==> config.mk <==
export PLATFORM = sky130hd
export DESIGN_NAME = matrixEngine
export DESIGN_NICKNAME = d
export VERILOG_FILES = /design/src/verilog/matrixEnginePkg.sv /design/src/verilog/operandMemory.sv /design/src/verilog/inputSkew.sv /design/src/verilog/processingElement.sv /design/src/verilog/systolicArray.sv /design/src/verilog/resultStore.sv /design/src/verilog/engineController.sv /design/src/verilog/matrixEngine.sv
export SDC_FILE = /design/constraint.sdc
export NUM_CORES = 2
export LEC_CHECK = 0
export ABC_AREA = 1
export BUFFER_PORTS_ARGS = -buffer_cell sky130_fd_sc_hd__buf_4
export CAP_MARGIN = 10
export CORE_MARGIN = 2
export CORE_UTILIZATION = 60
export CTS_BUF_LIST = sky130_fd_sc_hd__clkbuf_4
export DETAILED_ROUTE_END_ITERATION = 12
export PLACE_DENSITY = 0.76
export SLEW_MARGIN = 40
export SYNTH_ARGS = -nofsm -noshare
export SYNTH_HDL_FRONTEND = slang
export SYNTH_SLANG_ARGS = --single-unit
==> constraint.sdc <==
create_clock -name clk -period 86.8 [get_ports clk]
set_input_delay 8.68 -clock clk [delete_from_list [all_inputs] [get_ports clk]]
set_output_delay 8.68 -clock clk [all_outputs]
set_load 0.005 [all_outputs]
==> src/verilog/matrixEnginePkg.sv <==
// Matrix engine shared definitions
// Array geometry, operand and result widths, phase timing
// and the enums for controller states and write targets

package matrixEnginePkg;

    // ==============================
    // Geometry and widths
    // ==============================
    localparam int ARRAY_DIM       = 4;                          // Rows and columns of the array
    localparam int WEIGHT_WIDTH    = 8;                          // Signed weight
    localparam int ACT_WIDTH       = 7;                          // Unsigned activation
    // Signed product fits WEIGHT_WIDTH+ACT_WIDTH bits, plus growth for ARRAY_DIM terms
    localparam int RESULT_WIDTH    = WEIGHT_WIDTH + ACT_WIDTH + $clog2(ARRAY_DIM);
    localparam int ELEM_ADDR_WIDTH = $clog2(ARRAY_DIM * ARRAY_DIM); // row*ARRAY_DIM+col
    localparam int ROW_ADDR_WIDTH  = $clog2(ARRAY_DIM);

    // ==============================
    // Phase timing
    // ==============================
    // Memory read register plus one stage per array row
    localparam int RESULT_LATENCY  = ARRAY_DIM + 1;
    // Last column of the last row lands in the store on the final compute cycle
    localparam int COMPUTE_CYCLES  = 2 * ARRAY_DIM + RESULT_LATENCY - 1;

    // ==============================
    // Enums
    // ==============================
    typedef enum logic [1:0] {
        IDLE,           // Waiting for startReq
        LOAD_WEIGHT,    // Shifting weight rows into the array
        COMPUTE,        // Streaming activations, capturing results
        DONE            // Holding startAck until startReq drops
    } engineState_e;

    typedef enum logic {
        SEL_WEIGHT,
        SEL_ACT
    } memSel_e;

endpackage

==> src/verilog/operandMemory.sv <==
// Operand memory
// Element-wide writes from the host, row-wide registered reads
// toward the array; the read register shows zeros when idle

`timescale 1ns/10ps

module operandMemory #(
    parameter int dataWidth = 8
) (
    input  logic clk,
    input  logic rst,
    input  logic wrEn,
    input  logic [matrixEnginePkg::ELEM_ADDR_WIDTH-1:0] wrAddr,
    input  logic [dataWidth-1:0] wrData,
    input  logic rdEn,
    input  logic [matrixEnginePkg::ROW_ADDR_WIDTH-1:0] rdRow,
    output logic [matrixEnginePkg::ARRAY_DIM*dataWidth-1:0] rdRowData
);

    logic [dataWidth-1:0] mem [matrixEnginePkg::ARRAY_DIM*matrixEnginePkg::ARRAY_DIM];

    always_ff @(posedge clk) begin
        if (wrEn) mem[wrAddr] <= wrData;       // One element per write
    end

    // Lane c of the row comes from element rdRow*DIM+c
    always_ff @(posedge clk or posedge rst) begin
        if (rst) begin
            rdRowData <= '0;
        end else begin
            for (int c = 0; c < matrixEnginePkg::ARRAY_DIM; c++) begin
                rdRowData[c*dataWidth +: dataWidth] <=
                    rdEn ? mem[{rdRow, matrixEnginePkg::ROW_ADDR_WIDTH'(c)}] : '0; // Zero flushes
            end
        end
    end

endmodule

==> src/verilog/inputSkew.sv <==
// Activation input skew
// Lane i is delayed by i cycles so each row enters the array
// as a diagonal wavefront in step with the partial sums

`timescale 1ns/10ps

module inputSkew (
    input  logic clk,
    input  logic rst,
    input  logic [matrixEnginePkg::ARRAY_DIM*matrixEnginePkg::ACT_WIDTH-1:0] rowIn,
    output logic [matrixEnginePkg::ARRAY_DIM*matrixEnginePkg::ACT_WIDTH-1:0] skewedOut
);

    // Lane 0 has no delay
    assign skewedOut[0 +: matrixEnginePkg::ACT_WIDTH] = rowIn[0 +: matrixEnginePkg::ACT_WIDTH];

    for (genvar i = 1; i < matrixEnginePkg::ARRAY_DIM; i++) begin : laneGen
        logic [matrixEnginePkg::ACT_WIDTH-1:0] dly [i];   // Depth i shift register

        always_ff @(posedge clk or posedge rst) begin
            if (rst) begin
                for (int d = 0; d < i; d++) dly[d] <= '0;
            end else begin
                dly[0] <= rowIn[i*matrixEnginePkg::ACT_WIDTH +: matrixEnginePkg::ACT_WIDTH];
                for (int d = 1; d < i; d++) dly[d] <= dly[d-1];
            end
        end

        assign skewedOut[i*matrixEnginePkg::ACT_WIDTH +: matrixEnginePkg::ACT_WIDTH] = dly[i-1];
    end

endmodule

==> src/verilog/processingElement.sv <==
// Processing element
// Holds one stationary weight, passes activations right and
// adds weight times activation into the partial sum going down

`timescale 1ns/10ps

module processingElement (
    input  logic clk,
    input  logic rst,
    input  logic signed [matrixEnginePkg::WEIGHT_WIDTH-1:0] weightIn,
    input  logic weightShift,
    input  logic [matrixEnginePkg::ACT_WIDTH-1:0] actIn,
    input  logic signed [matrixEnginePkg::RESULT_WIDTH-1:0] psumIn,
    output logic signed [matrixEnginePkg::WEIGHT_WIDTH-1:0] weightOut,
    output logic [matrixEnginePkg::ACT_WIDTH-1:0] actOut,
    output logic signed [matrixEnginePkg::RESULT_WIDTH-1:0] psumOut
);

    // Activation zero-extended so it multiplies as a positive value
    logic signed [matrixEnginePkg::WEIGHT_WIDTH+matrixEnginePkg::ACT_WIDTH:0] product;

    assign product = weightOut * $signed({1'b0, actIn});

    always_ff @(posedge clk or posedge rst) begin
        if (rst) begin
            weightOut <= '0;
            actOut    <= '0;
            psumOut   <= '0;
        end else begin
            if (weightShift) weightOut <= weightIn;   // Weight chain moves down
            actOut  <= actIn;                         // One stage to the right
            psumOut <= psumIn + product;              // Sign-extended add
        end
    end

endmodule

==> src/verilog/systolicArray.sv <==
// Weight-stationary systolic array
// DIM x DIM processing elements; weights enter at the top and shift down,
// activation lane i enters row i from the left, column sums leave at the bottom

`timescale 1ns/10ps

module systolicArray (
    input  logic clk,
    input  logic rst,
    input  logic [matrixEnginePkg::ARRAY_DIM*matrixEnginePkg::WEIGHT_WIDTH-1:0] weightRow,
    input  logic weightShift,
    input  logic [matrixEnginePkg::ARRAY_DIM*matrixEnginePkg::ACT_WIDTH-1:0] actLanes,
    output logic [matrixEnginePkg::ARRAY_DIM*matrixEnginePkg::RESULT_WIDTH-1:0] psumBottom
);

    // ==============================
    // Grid wiring
    // ==============================
    logic signed [matrixEnginePkg::WEIGHT_WIDTH-1:0]
        weightWire [matrixEnginePkg::ARRAY_DIM+1][matrixEnginePkg::ARRAY_DIM];
    logic [matrixEnginePkg::ACT_WIDTH-1:0]
        actWire [matrixEnginePkg::ARRAY_DIM][matrixEnginePkg::ARRAY_DIM+1];
    logic signed [matrixEnginePkg::RESULT_WIDTH-1:0]
        psumWire [matrixEnginePkg::ARRAY_DIM+1][matrixEnginePkg::ARRAY_DIM];

    for (genvar k = 0; k < matrixEnginePkg::ARRAY_DIM; k++) begin : edgeGen
        assign weightWire[0][k] = weightRow[k*matrixEnginePkg::WEIGHT_WIDTH +:
                                            matrixEnginePkg::WEIGHT_WIDTH];  // Top edge
        assign actWire[k][0]    = actLanes[k*matrixEnginePkg::ACT_WIDTH +:
                                           matrixEnginePkg::ACT_WIDTH];      // Left edge
        assign psumWire[0][k]   = '0;                                        // Sums start at zero
        assign psumBottom[k*matrixEnginePkg::RESULT_WIDTH +: matrixEnginePkg::RESULT_WIDTH] =
            psumWire[matrixEnginePkg::ARRAY_DIM][k];
    end

    // ==============================
    // PE grid
    // ==============================
    for (genvar i = 0; i < matrixEnginePkg::ARRAY_DIM; i++) begin : rowGen
        for (genvar j = 0; j < matrixEnginePkg::ARRAY_DIM; j++) begin : colGen
            processingElement pe (
                .clk         (clk),
                .rst         (rst),
                .weightIn    (weightWire[i][j]),
                .weightShift (weightShift),
                .actIn       (actWire[i][j]),
                .psumIn      (psumWire[i][j]),
                .weightOut   (weightWire[i+1][j]),
                .actOut      (actWire[i][j+1]),
                .psumOut     (psumWire[i+1][j])
            );
        end
    end

endmodule

==> src/verilog/resultStore.sv <==
// Result store
// Staircase write enables de-skew the column outputs so C[t][j]
// lands at element t*DIM+j; registered readback for the host

`timescale 1ns/10ps

module resultStore (
    input  logic clk,
    input  logic rst,
    input  logic [matrixEnginePkg::ARRAY_DIM*matrixEnginePkg::RESULT_WIDTH-1:0] psumBottom,
    input  logic captureStart,
    input  logic [matrixEnginePkg::ELEM_ADDR_WIDTH-1:0] rdAddr,
    output logic signed [matrixEnginePkg::RESULT_WIDTH-1:0] rdData
);

    logic [matrixEnginePkg::ARRAY_DIM-2:0] stairReg;     // Start pulse, one stage per column
    logic [matrixEnginePkg::ARRAY_DIM-1:0] colStart;
    logic [matrixEnginePkg::ROW_ADDR_WIDTH-1:0] rowCnt [matrixEnginePkg::ARRAY_DIM];
    logic signed [matrixEnginePkg::RESULT_WIDTH-1:0]
        results [matrixEnginePkg::ARRAY_DIM*matrixEnginePkg::ARRAY_DIM];

    assign colStart = {stairReg, captureStart};          // Column j starts j cycles late

    // ==============================
    // Capture
    // ==============================
    always_ff @(posedge clk or posedge rst) begin
        if (rst) begin
            stairReg <= '0;
            rdData   <= '0;
            for (int j = 0; j < matrixEnginePkg::ARRAY_DIM; j++) rowCnt[j] <= '0;
            for (int e = 0; e < matrixEnginePkg::ARRAY_DIM**2; e++) results[e] <= '0;
        end else begin
            stairReg <= colStart[matrixEnginePkg::ARRAY_DIM-2:0];
            for (int j = 0; j < matrixEnginePkg::ARRAY_DIM; j++) begin
                // Busy from the start pulse until the row counter wraps
                if (colStart[j] || rowCnt[j] != '0) begin
                    results[{rowCnt[j], matrixEnginePkg::ROW_ADDR_WIDTH'(j)}] <=
                        psumBottom[j*matrixEnginePkg::RESULT_WIDTH +: matrixEnginePkg::RESULT_WIDTH];
                    rowCnt[j] <= rowCnt[j] + 1'b1;
                end
            end
            rdData <= results[rdAddr];                    // One-cycle read
        end
    end

endmodule

==> src/verilog/engineController.sv <==
// Engine run sequencer
// Owns the start handshake, walks through weight load and compute,
// and issues every memory read and pipeline strobe of a run

`timescale 1ns/10ps

module engineController (
    input  logic clk,
    input  logic rst,
    input  logic startReq,
    output logic startAck,
    output logic weightRdEn,
    output logic [matrixEnginePkg::ROW_ADDR_WIDTH-1:0] weightRdRow,
    output logic actRdEn,
    output logic [matrixEnginePkg::ROW_ADDR_WIDTH-1:0] actRdRow,
    output logic weightShift,
    output logic captureStart
);

    matrixEnginePkg::engineState_e state;
    logic [$clog2(matrixEnginePkg::COMPUTE_CYCLES)-1:0] cycleCnt;   // Cycle within a phase

    // ==============================
    // State machine
    // ==============================
    always_ff @(posedge clk or posedge rst) begin
        if (rst) begin
            state    <= matrixEnginePkg::IDLE;
            cycleCnt <= '0;
            startAck <= 1'b0;
        end else begin
            case (state)
                matrixEnginePkg::IDLE: begin
                    if (startReq) state <= matrixEnginePkg::LOAD_WEIGHT;
                end
                matrixEnginePkg::LOAD_WEIGHT: begin
                    if (cycleCnt == matrixEnginePkg::ARRAY_DIM) begin    // Reads plus last shift
                        state    <= matrixEnginePkg::COMPUTE;
                        cycleCnt <= '0;
                    end else begin
                        cycleCnt <= cycleCnt + 1'b1;
                    end
                end
                matrixEnginePkg::COMPUTE: begin
                    if (cycleCnt == matrixEnginePkg::COMPUTE_CYCLES - 1) begin
                        state    <= matrixEnginePkg::DONE;
                        cycleCnt <= '0;
                    end else begin
                        cycleCnt <= cycleCnt + 1'b1;
                    end
                end
                matrixEnginePkg::DONE: begin
                    // Ack follows the request; dropping it closes the handshake
                    startAck <= startReq;
                    if (!startReq) state <= matrixEnginePkg::IDLE;
                end
                default: state <= matrixEnginePkg::IDLE;
            endcase
        end
    end

    // ==============================
    // Strobe decode
    // ==============================
    // Weight rows go last to first so row 0 ends up at the top of the array
    assign weightRdEn  = (state == matrixEnginePkg::LOAD_WEIGHT) &&
                         (cycleCnt < matrixEnginePkg::ARRAY_DIM);
    assign weightRdRow = ~cycleCnt[matrixEnginePkg::ROW_ADDR_WIDTH-1:0];  // DIM-1-cnt, DIM is 2^n
    assign weightShift = (state == matrixEnginePkg::LOAD_WEIGHT) && (cycleCnt != '0); // Read + 1

    // Activation rows 0..DIM-1 on the first compute cycles
    assign actRdEn      = (state == matrixEnginePkg::COMPUTE) &&
                          (cycleCnt < matrixEnginePkg::ARRAY_DIM);
    assign actRdRow     = cycleCnt[matrixEnginePkg::ROW_ADDR_WIDTH-1:0];
    assign captureStart = (state == matrixEnginePkg::COMPUTE) &&
                          (cycleCnt == matrixEnginePkg::RESULT_LATENCY);  // Row 0, column 0 at bottom

endmodule

==> src/verilog/matrixEngine.sv <==
// Weight-stationary matrix engine, top level
// Host loads W and A element by element, starts a run with a
// four-phase handshake and reads back C = A x W afterwards

`timescale 1ns/10ps

module matrixEngine (
    input  logic clk,
    input  logic rst,
    input  logic wrEn,
    input  matrixEnginePkg::memSel_e wrSel,
    input  logic [matrixEnginePkg::ELEM_ADDR_WIDTH-1:0] wrAddr,
    input  logic [matrixEnginePkg::WEIGHT_WIDTH-1:0] wrData,   // Activations use low bits
    input  logic startReq,
    output logic startAck,
    input  logic [matrixEnginePkg::ELEM_ADDR_WIDTH-1:0] rdAddr,
    output logic signed [matrixEnginePkg::RESULT_WIDTH-1:0] rdData
);

    // ==============================
    // Internal nets
    // ==============================
    logic weightWrEn;
    logic actWrEn;
    logic weightRdEn;
    logic actRdEn;
    logic weightShift;
    logic captureStart;
    logic [matrixEnginePkg::ROW_ADDR_WIDTH-1:0] weightRdRow;
    logic [matrixEnginePkg::ROW_ADDR_WIDTH-1:0] actRdRow;
    logic [matrixEnginePkg::ARRAY_DIM*matrixEnginePkg::WEIGHT_WIDTH-1:0] weightRowData;
    logic [matrixEnginePkg::ARRAY_DIM*matrixEnginePkg::ACT_WIDTH-1:0] actRowData;
    logic [matrixEnginePkg::ARRAY_DIM*matrixEnginePkg::ACT_WIDTH-1:0] skewedAct;
    logic [matrixEnginePkg::ARRAY_DIM*matrixEnginePkg::RESULT_WIDTH-1:0] psumBottom;

    assign weightWrEn = wrEn && (wrSel == matrixEnginePkg::SEL_WEIGHT);
    assign actWrEn    = wrEn && (wrSel == matrixEnginePkg::SEL_ACT);

    engineController ctrl (
        .clk(clk), .rst(rst), .startReq(startReq), .startAck(startAck),
        .weightRdEn(weightRdEn), .weightRdRow(weightRdRow),
        .actRdEn(actRdEn), .actRdRow(actRdRow),
        .weightShift(weightShift), .captureStart(captureStart)
    );

    operandMemory #(.dataWidth(matrixEnginePkg::WEIGHT_WIDTH)) weightMem (
        .clk(clk), .rst(rst), .wrEn(weightWrEn), .wrAddr(wrAddr), .wrData(wrData),
        .rdEn(weightRdEn), .rdRow(weightRdRow), .rdRowData(weightRowData)
    );

    operandMemory #(.dataWidth(matrixEnginePkg::ACT_WIDTH)) actMem (
        .clk(clk), .rst(rst), .wrEn(actWrEn), .wrAddr(wrAddr),
        .wrData(wrData[matrixEnginePkg::ACT_WIDTH-1:0]),
        .rdEn(actRdEn), .rdRow(actRdRow), .rdRowData(actRowData)
    );

    inputSkew skew (.clk(clk), .rst(rst), .rowIn(actRowData), .skewedOut(skewedAct));

    systolicArray array (
        .clk(clk), .rst(rst), .weightRow(weightRowData), .weightShift(weightShift),
        .actLanes(skewedAct), .psumBottom(psumBottom)
    );

    resultStore store (
        .clk(clk), .rst(rst), .psumBottom(psumBottom), .captureStart(captureStart),
        .rdAddr(rdAddr), .rdData(rdData)
    );

endmodule

# After elaboration in Yosys (flattened, before gate mapping)
# Memory sizes are Yosys's and may differ from the RTL's.
# Index checks and enable logic that the tools add are counted.
dict set report word_totals {
  regBits 889
  latch_bits 0
  ram_bits 240
  romBits 0
  memories 2
}
# memory words width rd rd_ports_with_merged_regs wr line_no
set mem_list {}
lappend mem_list {weightMem.mem 16 8 4 0 1 operandMemory.sv:20} ;# logic [dataWidth-1:0] mem [matrixEnginePkg::ARRAY_DIM*matrixEnginePkg::ARRAY_DIM];
lappend mem_list {actMem.mem 16 7 4 0 1 operandMemory.sv:20}
dict set report classes {
  add_sub_neg 17
  n_mul 16
  div 0
  order_cmp 10
  eq_ne 10
  n_shift 0
  muxes 39
  bitwise_logic 7
  reduce_logical 22
}
# cell count
set ops {}
lappend ops {{272-bit bitwise mux} 4}
lappend ops {{272-bit two-way mux} 4}
lappend ops {{17-bit demux with 4-bit select} 4}
lappend ops {{8-bit by 8-bit multiplier with 16-bit output} 16}
lappend ops {{17-bit by 16-bit adder with 17-bit output} 8}
lappend ops {{17-bit two-way mux} 6}
lappend ops {{16-bit by 16-bit adder with 17-bit output} 4}
lappend ops {{17-bit binary-select mux with 4-bit select} 1}
lappend ops {{8-bit two-way mux} 4}
lappend ops {{7-bit two-way mux} 4}
lappend ops {{5-bit >= comparator (second input constant)} 5}
lappend ops {{4-bit inverter with 5-bit output} 5}
lappend ops {{5-bit by 1-bit less-than comparator with 1-bit output (second input constant)} 4}
lappend ops {{1-bit logical AND} 10}
lappend ops {{2-bit nonzero test} 5}
lappend ops {{2-bit by 1-bit adder with 2-bit output (second input constant)} 4}
lappend ops {{4-bit by 3-bit == test with 1-bit output (second input constant)} 2}
lappend ops {{2-bit two-way mux} 4}
lappend ops {{4-bit two-way mux} 2}
lappend ops {{2-bit one-hot mux with 4 select lines} 1}
lappend ops {{4-bit one-hot mux with 2 select lines} 1}
lappend ops {{4-bit by 1-bit adder with 4-bit output (second input constant)} 1}
lappend ops {{2-bit == test (second input constant)} 2}
lappend ops {{4-bit == test (second input constant)} 1}
lappend ops {{other kinds (11)} 19}

# Longest topological paths before layout
dict set report logic_depth {
  ltp_word 13
  ltp_mapped 22
}

# Cells and area by module
# A second synthesis with hierarchy kept.
dict set report hier_totals {
  cells_unflattened 10795
  hier_area_um2 93549.7
}
# mod instances cells_each area_each_um2
set by_module_without_submodules {}
lappend by_module_without_submodules {{processingElement (array.rowGen[1].colGen[0].pe ...)} 9 490 4086.4}
lappend by_module_without_submodules {resultStore 1 1750 14077.3}
lappend by_module_without_submodules {{processingElement (array.rowGen[0].colGen[1].pe ...)} 3 492 4102.7}
lappend by_module_without_submodules {{processingElement (array.rowGen[3].colGen[1].pe ...)} 2 489 4115.2}
lappend by_module_without_submodules {{operandMemory (weightMem)} 1 566 6618.8}
lappend by_module_without_submodules {{operandMemory (actMem)} 1 498 5562.8}
lappend by_module_without_submodules {{processingElement (array.rowGen[0].colGen[0].pe)} 1 492 4111.4}
lappend by_module_without_submodules {{processingElement (array.rowGen[3].colGen[3].pe)} 1 488 4087.7}
lappend by_module_without_submodules {inputSkew 1 64 1212.4}
lappend by_module_without_submodules {engineController 1 68 541.8}
lappend by_module_without_submodules {matrixEngine 1 4 17.5}
lappend by_module_without_submodules {systolicArray 1 1 3.8}

# Worst setup path before layout
# OpenSTA, ideal clock, no wires.
dict set report synth_timing {
  path_kind {in2reg}
  start {input port wrSel}
  end {memory weightMem.mem[10][0] (enable)}
  arrival_ps 9447
  required_ps 86430
  slack_ps 76983
  stages 4
  n_path_buf 1
  path_cell_list {inv_1 nand2_1 clkbuf_1 nor2_1}
}
dict set report synth_via {
  elab_chain_cells 4
}
# item line_no
set synth_rtl {}
lappend synth_rtl {{start: declaration} matrixEngine.sv:11} ;# input matrixEnginePkg::memSel_e wrSel,
lappend synth_rtl {{1-bit inverter} matrixEngine.sv:36} ;# assign weightWrEn = wrEn && (wrSel == matrixEnginePkg::SEL_WEIGHT);
lappend synth_rtl {{1-bit logical AND} matrixEngine.sv:36}
lappend synth_rtl {{1-bit two-way mux} operandMemory.sv:23} ;# if (wrEn) mem[wrAddr] <= wrData;
lappend synth_rtl {{1-bit two-way mux (not written as such)} operandMemory.sv:23}
lappend synth_rtl {{end: declaration} operandMemory.sv:20}
# Every way passes these cells.

==> impl_metrics.prom <==
# TYPE chip_impl_metric gauge
chip_impl_metric{name="grt_first_pass_wirelength",unit="microns"} 319000
chip_impl_metric{name="slew-limit-headroom",unit="%"} 43.3
chip_impl_info{name="min-delay-path-class",value="register to register"} 1
chip_impl_metric{name="post-cts-setup-buffer-count",unit=""} 0
chip_impl_metric{name="synth-compound-area-share",unit="%"} 6.81
chip_impl_metric{name="fin_skew",unit="ns"} 0.0881
chip_impl_metric{name="postSynthNetCount",unit=""} 11700
chip_impl_info{name="worstReg2RegStart",value="skew.skewedOut[21]$_DFF_PP0_"} 1
chip_impl_metric{name="fin_nets",unit=""} 11700
chip_impl_metric{name="holdBufCountCts",unit=""} 0
chip_impl_metric{name="post_cts_resize_count",unit=""} 0
chip_impl_metric{name="initial_core_util",unit="%"} 60.5
chip_impl_metric{name="synth.yosys.seq_area_share",unit="%"} 33.4
chip_impl_metric{name="critical_path.max_fanout",unit=""} 80
chip_impl_metric{name="asyncSetResetFlopFracSynth",unit="%"} 78.7
chip_impl_metric{name="num_rows",unit=""} 140
chip_impl_metric{name="cp_data_required_time",unit="ns"} 88.07
chip_impl_metric{name="maxSlewViolCount",unit=""} 0
chip_impl_metric{name="grt_start_max_net_pins",unit=""} 190
chip_impl_metric{name="dpl_cell_area",unit="sq mm"} 0.0893
chip_impl_info{name="ys_dominant_reg_cell",value="sky130_fd_sc_hd__dfrtp_1"} 1
chip_impl_metric{name="drt_pre_antenna_iters",unit=""} 8
chip_impl_metric{name="gp_congestion",unit=""} 0.905
chip_impl_metric{name="synth_xor_xnor_area_share",unit="%"} 1.66
chip_impl_metric{name="placeableCoreArea",unit="sq mm"} 0.146
chip_impl_info{name="cts_tree",value="done"} 1
chip_impl_metric{name="ys_seq_elements",unit=""} 1129
chip_impl_info{name="cts_root_buffer",value="sky130_fd_sc_hd__clkbuf_4"} 1
chip_impl_metric{name="fp.dieH",unit="microns"} 387
chip_impl_metric{name="route.final.wire_length",unit="microns"} 190000
chip_impl_info{name="critPathLaunchType",value="primary input"} 1
chip_impl_info{name="crit_type",value="primary input to asynchronous set/reset pin"} 1
chip_impl_metric{name="yosysWarningCount",unit=""} 0
chip_impl_metric{name="number_of_vias_per_cell",unit=""} 5.13
chip_impl_metric{name="post-route-cell-area",unit="sq mm"} 0.0933
chip_impl_metric{name="drtAntennaViolNets",unit=""} 0
chip_impl_metric{name="drt_iter0_drc",unit=""} 3737
chip_impl_metric{name="yosys.area_share.simple",unit="%"} 13.0
chip_impl_info{name="critical_path.startpoint",value="rst"} 1
chip_impl_metric{name="min_period",unit="ns"} 10.60
chip_impl_metric{name="netlist_instances",unit=""} 10100
chip_impl_metric{name="edff_count_synth",unit=""} 240
chip_impl_metric{name="fmax",unit="MHz"} 94.3
chip_impl_metric{name="fillCellCount",unit=""} 11800
chip_impl_metric{name="vdd.ir_drop.worst",unit="mV"} 0.0537
chip_impl_metric{name="first_global_vias",unit=""} 65600
chip_impl_metric{name="reg2reg_slack",unit="ns"} 82.14
chip_impl_metric{name="p_clk_share",unit="%"} 17.2
chip_impl_metric{name="initial_antenna_violation_count",unit=""} 4
chip_impl_info{name="cp-end-kind",value="asynchronous set/reset pin"} 1
chip_impl_info{name="combinational_family_with_the_most_area_after_synthesis",value="adder cells"} 1
chip_impl_metric{name="min_period_over_period",unit="%"} 12.2
chip_impl_metric{name="arrival",unit="ns"} 11.87
chip_impl_metric{name="timing.max_cap.violations",unit=""} 0
chip_impl_metric{name="clk-insertion-delay-late",unit="ns"} 1.28
chip_impl_metric{name="final.hold.worst_slack",unit="ns"} 0.339
chip_impl_metric{name="num_io_pins",unit=""} 39
chip_impl_metric{name="htree_levels",unit=""} 5
chip_impl_metric{name="floorplan.die.width",unit="microns"} 387
chip_impl_info{name="unrepaired_setup_endpoints_after_global_routing",value="false"} 1
chip_impl_metric{name="p_leak",unit="nW"} 54.1
chip_impl_metric{name="final.setup.tns",unit="ns"} 0
chip_impl_metric{name="cell_internal_pwr",unit="mW"} 1.50
chip_impl_metric{name="yosys.area_share.adder",unit="%"} 30.7
chip_impl_info{name="outcome",value="finished, final reports clean"} 1
chip_impl_metric{name="global_route.usage.total",unit="%"} 26.3
chip_impl_info{name="critical_path.reg2reg.endpoint",value="array.rowGen[3].colGen[0].pe.psumOut[16]$_DFF_PP0_"} 1
chip_impl_metric{name="postSynthAreaPerCell",unit="sq um"} 8.70
chip_impl_metric{name="final_layout_size_suffix_gt1_share",unit="%"} 5.79
chip_impl_metric{name="place.detailed.instances",unit=""} 11700
chip_impl_metric{name="detail_route.wl_per_cell",unit="microns"} 15.5
chip_impl_metric{name="share_of_total_power_in_sequential_cells",unit="%"} 32.3
chip_impl_metric{name="port_buffers",unit=""} 38
chip_impl_metric{name="net-switching-power",unit="mW"} 1.33
chip_impl_metric{name="cts_buffers",unit=""} 310
chip_impl_metric{name="finalHoldViolCount",unit=""} 0
chip_impl_metric{name="finalSetupViolCount",unit=""} 0
chip_impl_metric{name="vias",unit=""} 62800
chip_impl_metric{name="netlist_area",unit="sq mm"} 0.0882
chip_impl_info{name="critical_path.endpoint",value="ctrl.cycleCnt[0]$_DFFE_PP0P_"} 1
chip_impl_metric{name="actual_transition_at_the_worst_max_transition_pin",unit="ns"} 0.850
chip_impl_metric{name="cts.sinks",unit=""} 1129
chip_impl_metric{name="design.die.area",unit="sq mm"} 0.150
chip_impl_metric{name="muxShareOfSynthArea",unit="%"} 0.102
chip_impl_metric{name="grt_overflow",unit=""} 0
chip_impl_metric{name="clk_pin_slew_worst_paths",unit="ns"} 0.07
chip_impl_metric{name="cts_buffer_depth",unit=""} 4
chip_impl_metric{name="pwr_density_cell",unit="mW/mm^2"} 30.4
chip_impl_metric{name="power_frac_comb",unit="%"} 50.6
chip_impl_metric{name="rr_worst_depth",unit=""} 18
chip_impl_metric{name="final_non_filler_cell_total",unit=""} 12200
chip_impl_metric{name="layout-area-overhead-vs-synth",unit="%"} 5.72
chip_impl_metric{name="synth.distinct_cells",unit=""} 39
chip_impl_metric{name="dp_hpwl",unit="microns"} 147000
chip_impl_metric{name="remaining_drc_errors",unit=""} 0
chip_impl_metric{name="p_sw_share",unit="%"} 46.9
## per-stage QoR
| step | utilization [%] | power, mW | setup WS (ns) |
|---|---|---|---|
| after detailed placement | 61.2 | 2.35 | 74.40 |
| after CTS | 63.9 | 2.85 | 75.76 |
| final | 64.0 | 2.83 | 76.20 |
| after global placement | 61.2 | 2.29 | 73.96 |
| after floorplan | - | 1.97 | 53.13 |
| after global routing | 64.0 | 3.13 | 75.74 |
## state kept, by name (all words and copies together), names as in the netlist, 17 cells and up
name,cells
store.rdData,17
array.rowGen.colGen.pe.weightOut,128
skew.laneGen.dly,28
weightMem.mem,128
array.rowGen.colGen.pe.actOut,84
store.results,272
weightMem.rdRowData,32
array.rowGen.colGen.pe.psumOut,268
actMem.mem,112
actMem.rdRowData,28
## area by class of cell
type	instances	area (sq um)	area share, %
timing repair buffer	73	664	0.712
clock inverter	86	649	0.696
multi-input combinational	5733	46100	49.4
inverter	2855	10700	11.5
clock buffer	437	3280	3.52
antenna	9	22.5	0.0241
sequential	1129	29500	31.6
tap	1917	2400	2.57
## critical path, stage by stage
cell and delay [ns]:
sky130_fd_sc_hd__buf_4 0.13, sky130_fd_sc_hd__inv_8 0.32, sky130_fd_sc_hd__buf_4 0.46, sky130_fd_sc_hd__buf_12 0.25, sky130_fd_sc_hd__buf_4 0.59, sky130_fd_sc_hd__buf_6 0.62
sky130_fd_sc_hd__buf_6 0.56
## layer usage
layer  global-route usage [%]  vias up  wire length [microns]
li1                         -    30000                      -
met2                     45.6     1696                  94100
met4                     12.5        0                   8950
met1                     32.6    30600                  77400
met3                     3.50      482                   9160
met5                        0        -                      0
## kinds of logic (layout without fill, tap and decap cells)
kind of cell    count (synthesis)  count (layout)
xor+xnor                      167             167
flops                        1129            1129
compound gates               1084            1084
fa+ha+maj                    1578            1578
mux                             8               8
other cells                     0               9
simple gates                 2896            2896
buf+inv                      3284            3451
## power groups by stage
stage          registers (mW)  clock network (mW)  logic (mW)
2_1_floorplan           0.784                   0        1.18
3_3_place_gp            0.917                   0        1.37
3_5_place_dp            0.921                   0        1.43
5_1_grt                 0.934               0.527        1.66
6_report                0.914               0.486        1.43
4_1_cts                 0.911               0.498        1.44
## how the worst min path moves through the flow
stage	startpoint	to	slack, ns	cells past startpoint
after detailed placement	actMem.rdRowData[7]$_DFF_PP0_	skew.laneGen[1].dly[0]$_DFF_PP0_	0.33	0
final	actMem.rdRowData[25]$_DFF_PP0_	skew.laneGen[3].dly[18]$_DFF_PP0_	0.34	0
after global placement	actMem.rdRowData[10]$_DFF_PP0_	skew.laneGen[1].dly[3]$_DFF_PP0_	0.33	0
after global routing	actMem.rdRowData[10]$_DFF_PP0_	skew.laneGen[1].dly[3]$_DFF_PP0_	0.35	0
after CTS	skew.laneGen[3].dly[19]$_DFF_PP0_	skew.laneGen[3].dly[12]$_DFF_PP0_	0.34	0
after floorplan	actMem.rdRowData[7]$_DFF_PP0_	skew.laneGen[1].dly[0]$_DFF_PP0_	0.33	0
## cells in the final DEF, fill, tap and decap left out, types with 48 or more instances in the layout
cell type,instances
sky130_fd_sc_hd__a21oi_1,439
sky130_fd_sc_hd__buf_4,56
sky130_fd_sc_hd__clkbuf_4,437
sky130_fd_sc_hd__clkinv_1,48
sky130_fd_sc_hd__dfrtp_1,887
sky130_fd_sc_hd__edfxtp_1,240
sky130_fd_sc_hd__fa_1,976
sky130_fd_sc_hd__ha_1,602
sky130_fd_sc_hd__inv_1,2849
sky130_fd_sc_hd__nand2_1,1896
sky130_fd_sc_hd__nand3_1,284
sky130_fd_sc_hd__nor2_1,638
sky130_fd_sc_hd__o211ai_1,69
sky130_fd_sc_hd__o21ai_0,370
sky130_fd_sc_hd__o22ai_1,51
sky130_fd_sc_hd__xnor2_1,56
sky130_fd_sc_hd__xor2_1,111
## synth_stat cells, types with 6 or more instances
cell type	count	area, sq um
sky130_fd_sc_hd__a21boi_0	9	67.6
sky130_fd_sc_hd__a21o_1	38	285
sky130_fd_sc_hd__a21oi_1	439	2200
sky130_fd_sc_hd__a21oi_2	24	210
sky130_fd_sc_hd__a31oi_1	26	163
sky130_fd_sc_hd__buf_1	6	22.5
sky130_fd_sc_hd__buf_2	32	160
sky130_fd_sc_hd__buf_4	26	195
sky130_fd_sc_hd__buf_6	29	327
sky130_fd_sc_hd__clkbuf_1	328	1230
sky130_fd_sc_hd__clkbuf_2	7	35.0
sky130_fd_sc_hd__dfrtp_1	889	22200
sky130_fd_sc_hd__edfxtp_1	240	7210
sky130_fd_sc_hd__fa_1	976	19500
sky130_fd_sc_hd__ha_1	602	7530
sky130_fd_sc_hd__inv_1	2850	10700
sky130_fd_sc_hd__mux2_2	8	90.1
sky130_fd_sc_hd__nand2_1	1897	7120
sky130_fd_sc_hd__nand3_1	284	1420
sky130_fd_sc_hd__nand3b_1	18	135
sky130_fd_sc_hd__nand4_1	39	244
sky130_fd_sc_hd__nor2_1	638	2390
sky130_fd_sc_hd__nor3_1	11	55.1
sky130_fd_sc_hd__o211ai_1	69	518
sky130_fd_sc_hd__o21a_1	9	67.6
sky130_fd_sc_hd__o21ai_0	370	1850
sky130_fd_sc_hd__o21ai_1	16	80.1
sky130_fd_sc_hd__o21bai_1	33	248
sky130_fd_sc_hd__o22ai_1	51	319
sky130_fd_sc_hd__xnor2_1	56	490
sky130_fd_sc_hd__xor2_1	111	972
No activity file was read; power rests on OpenSTA's default activity.
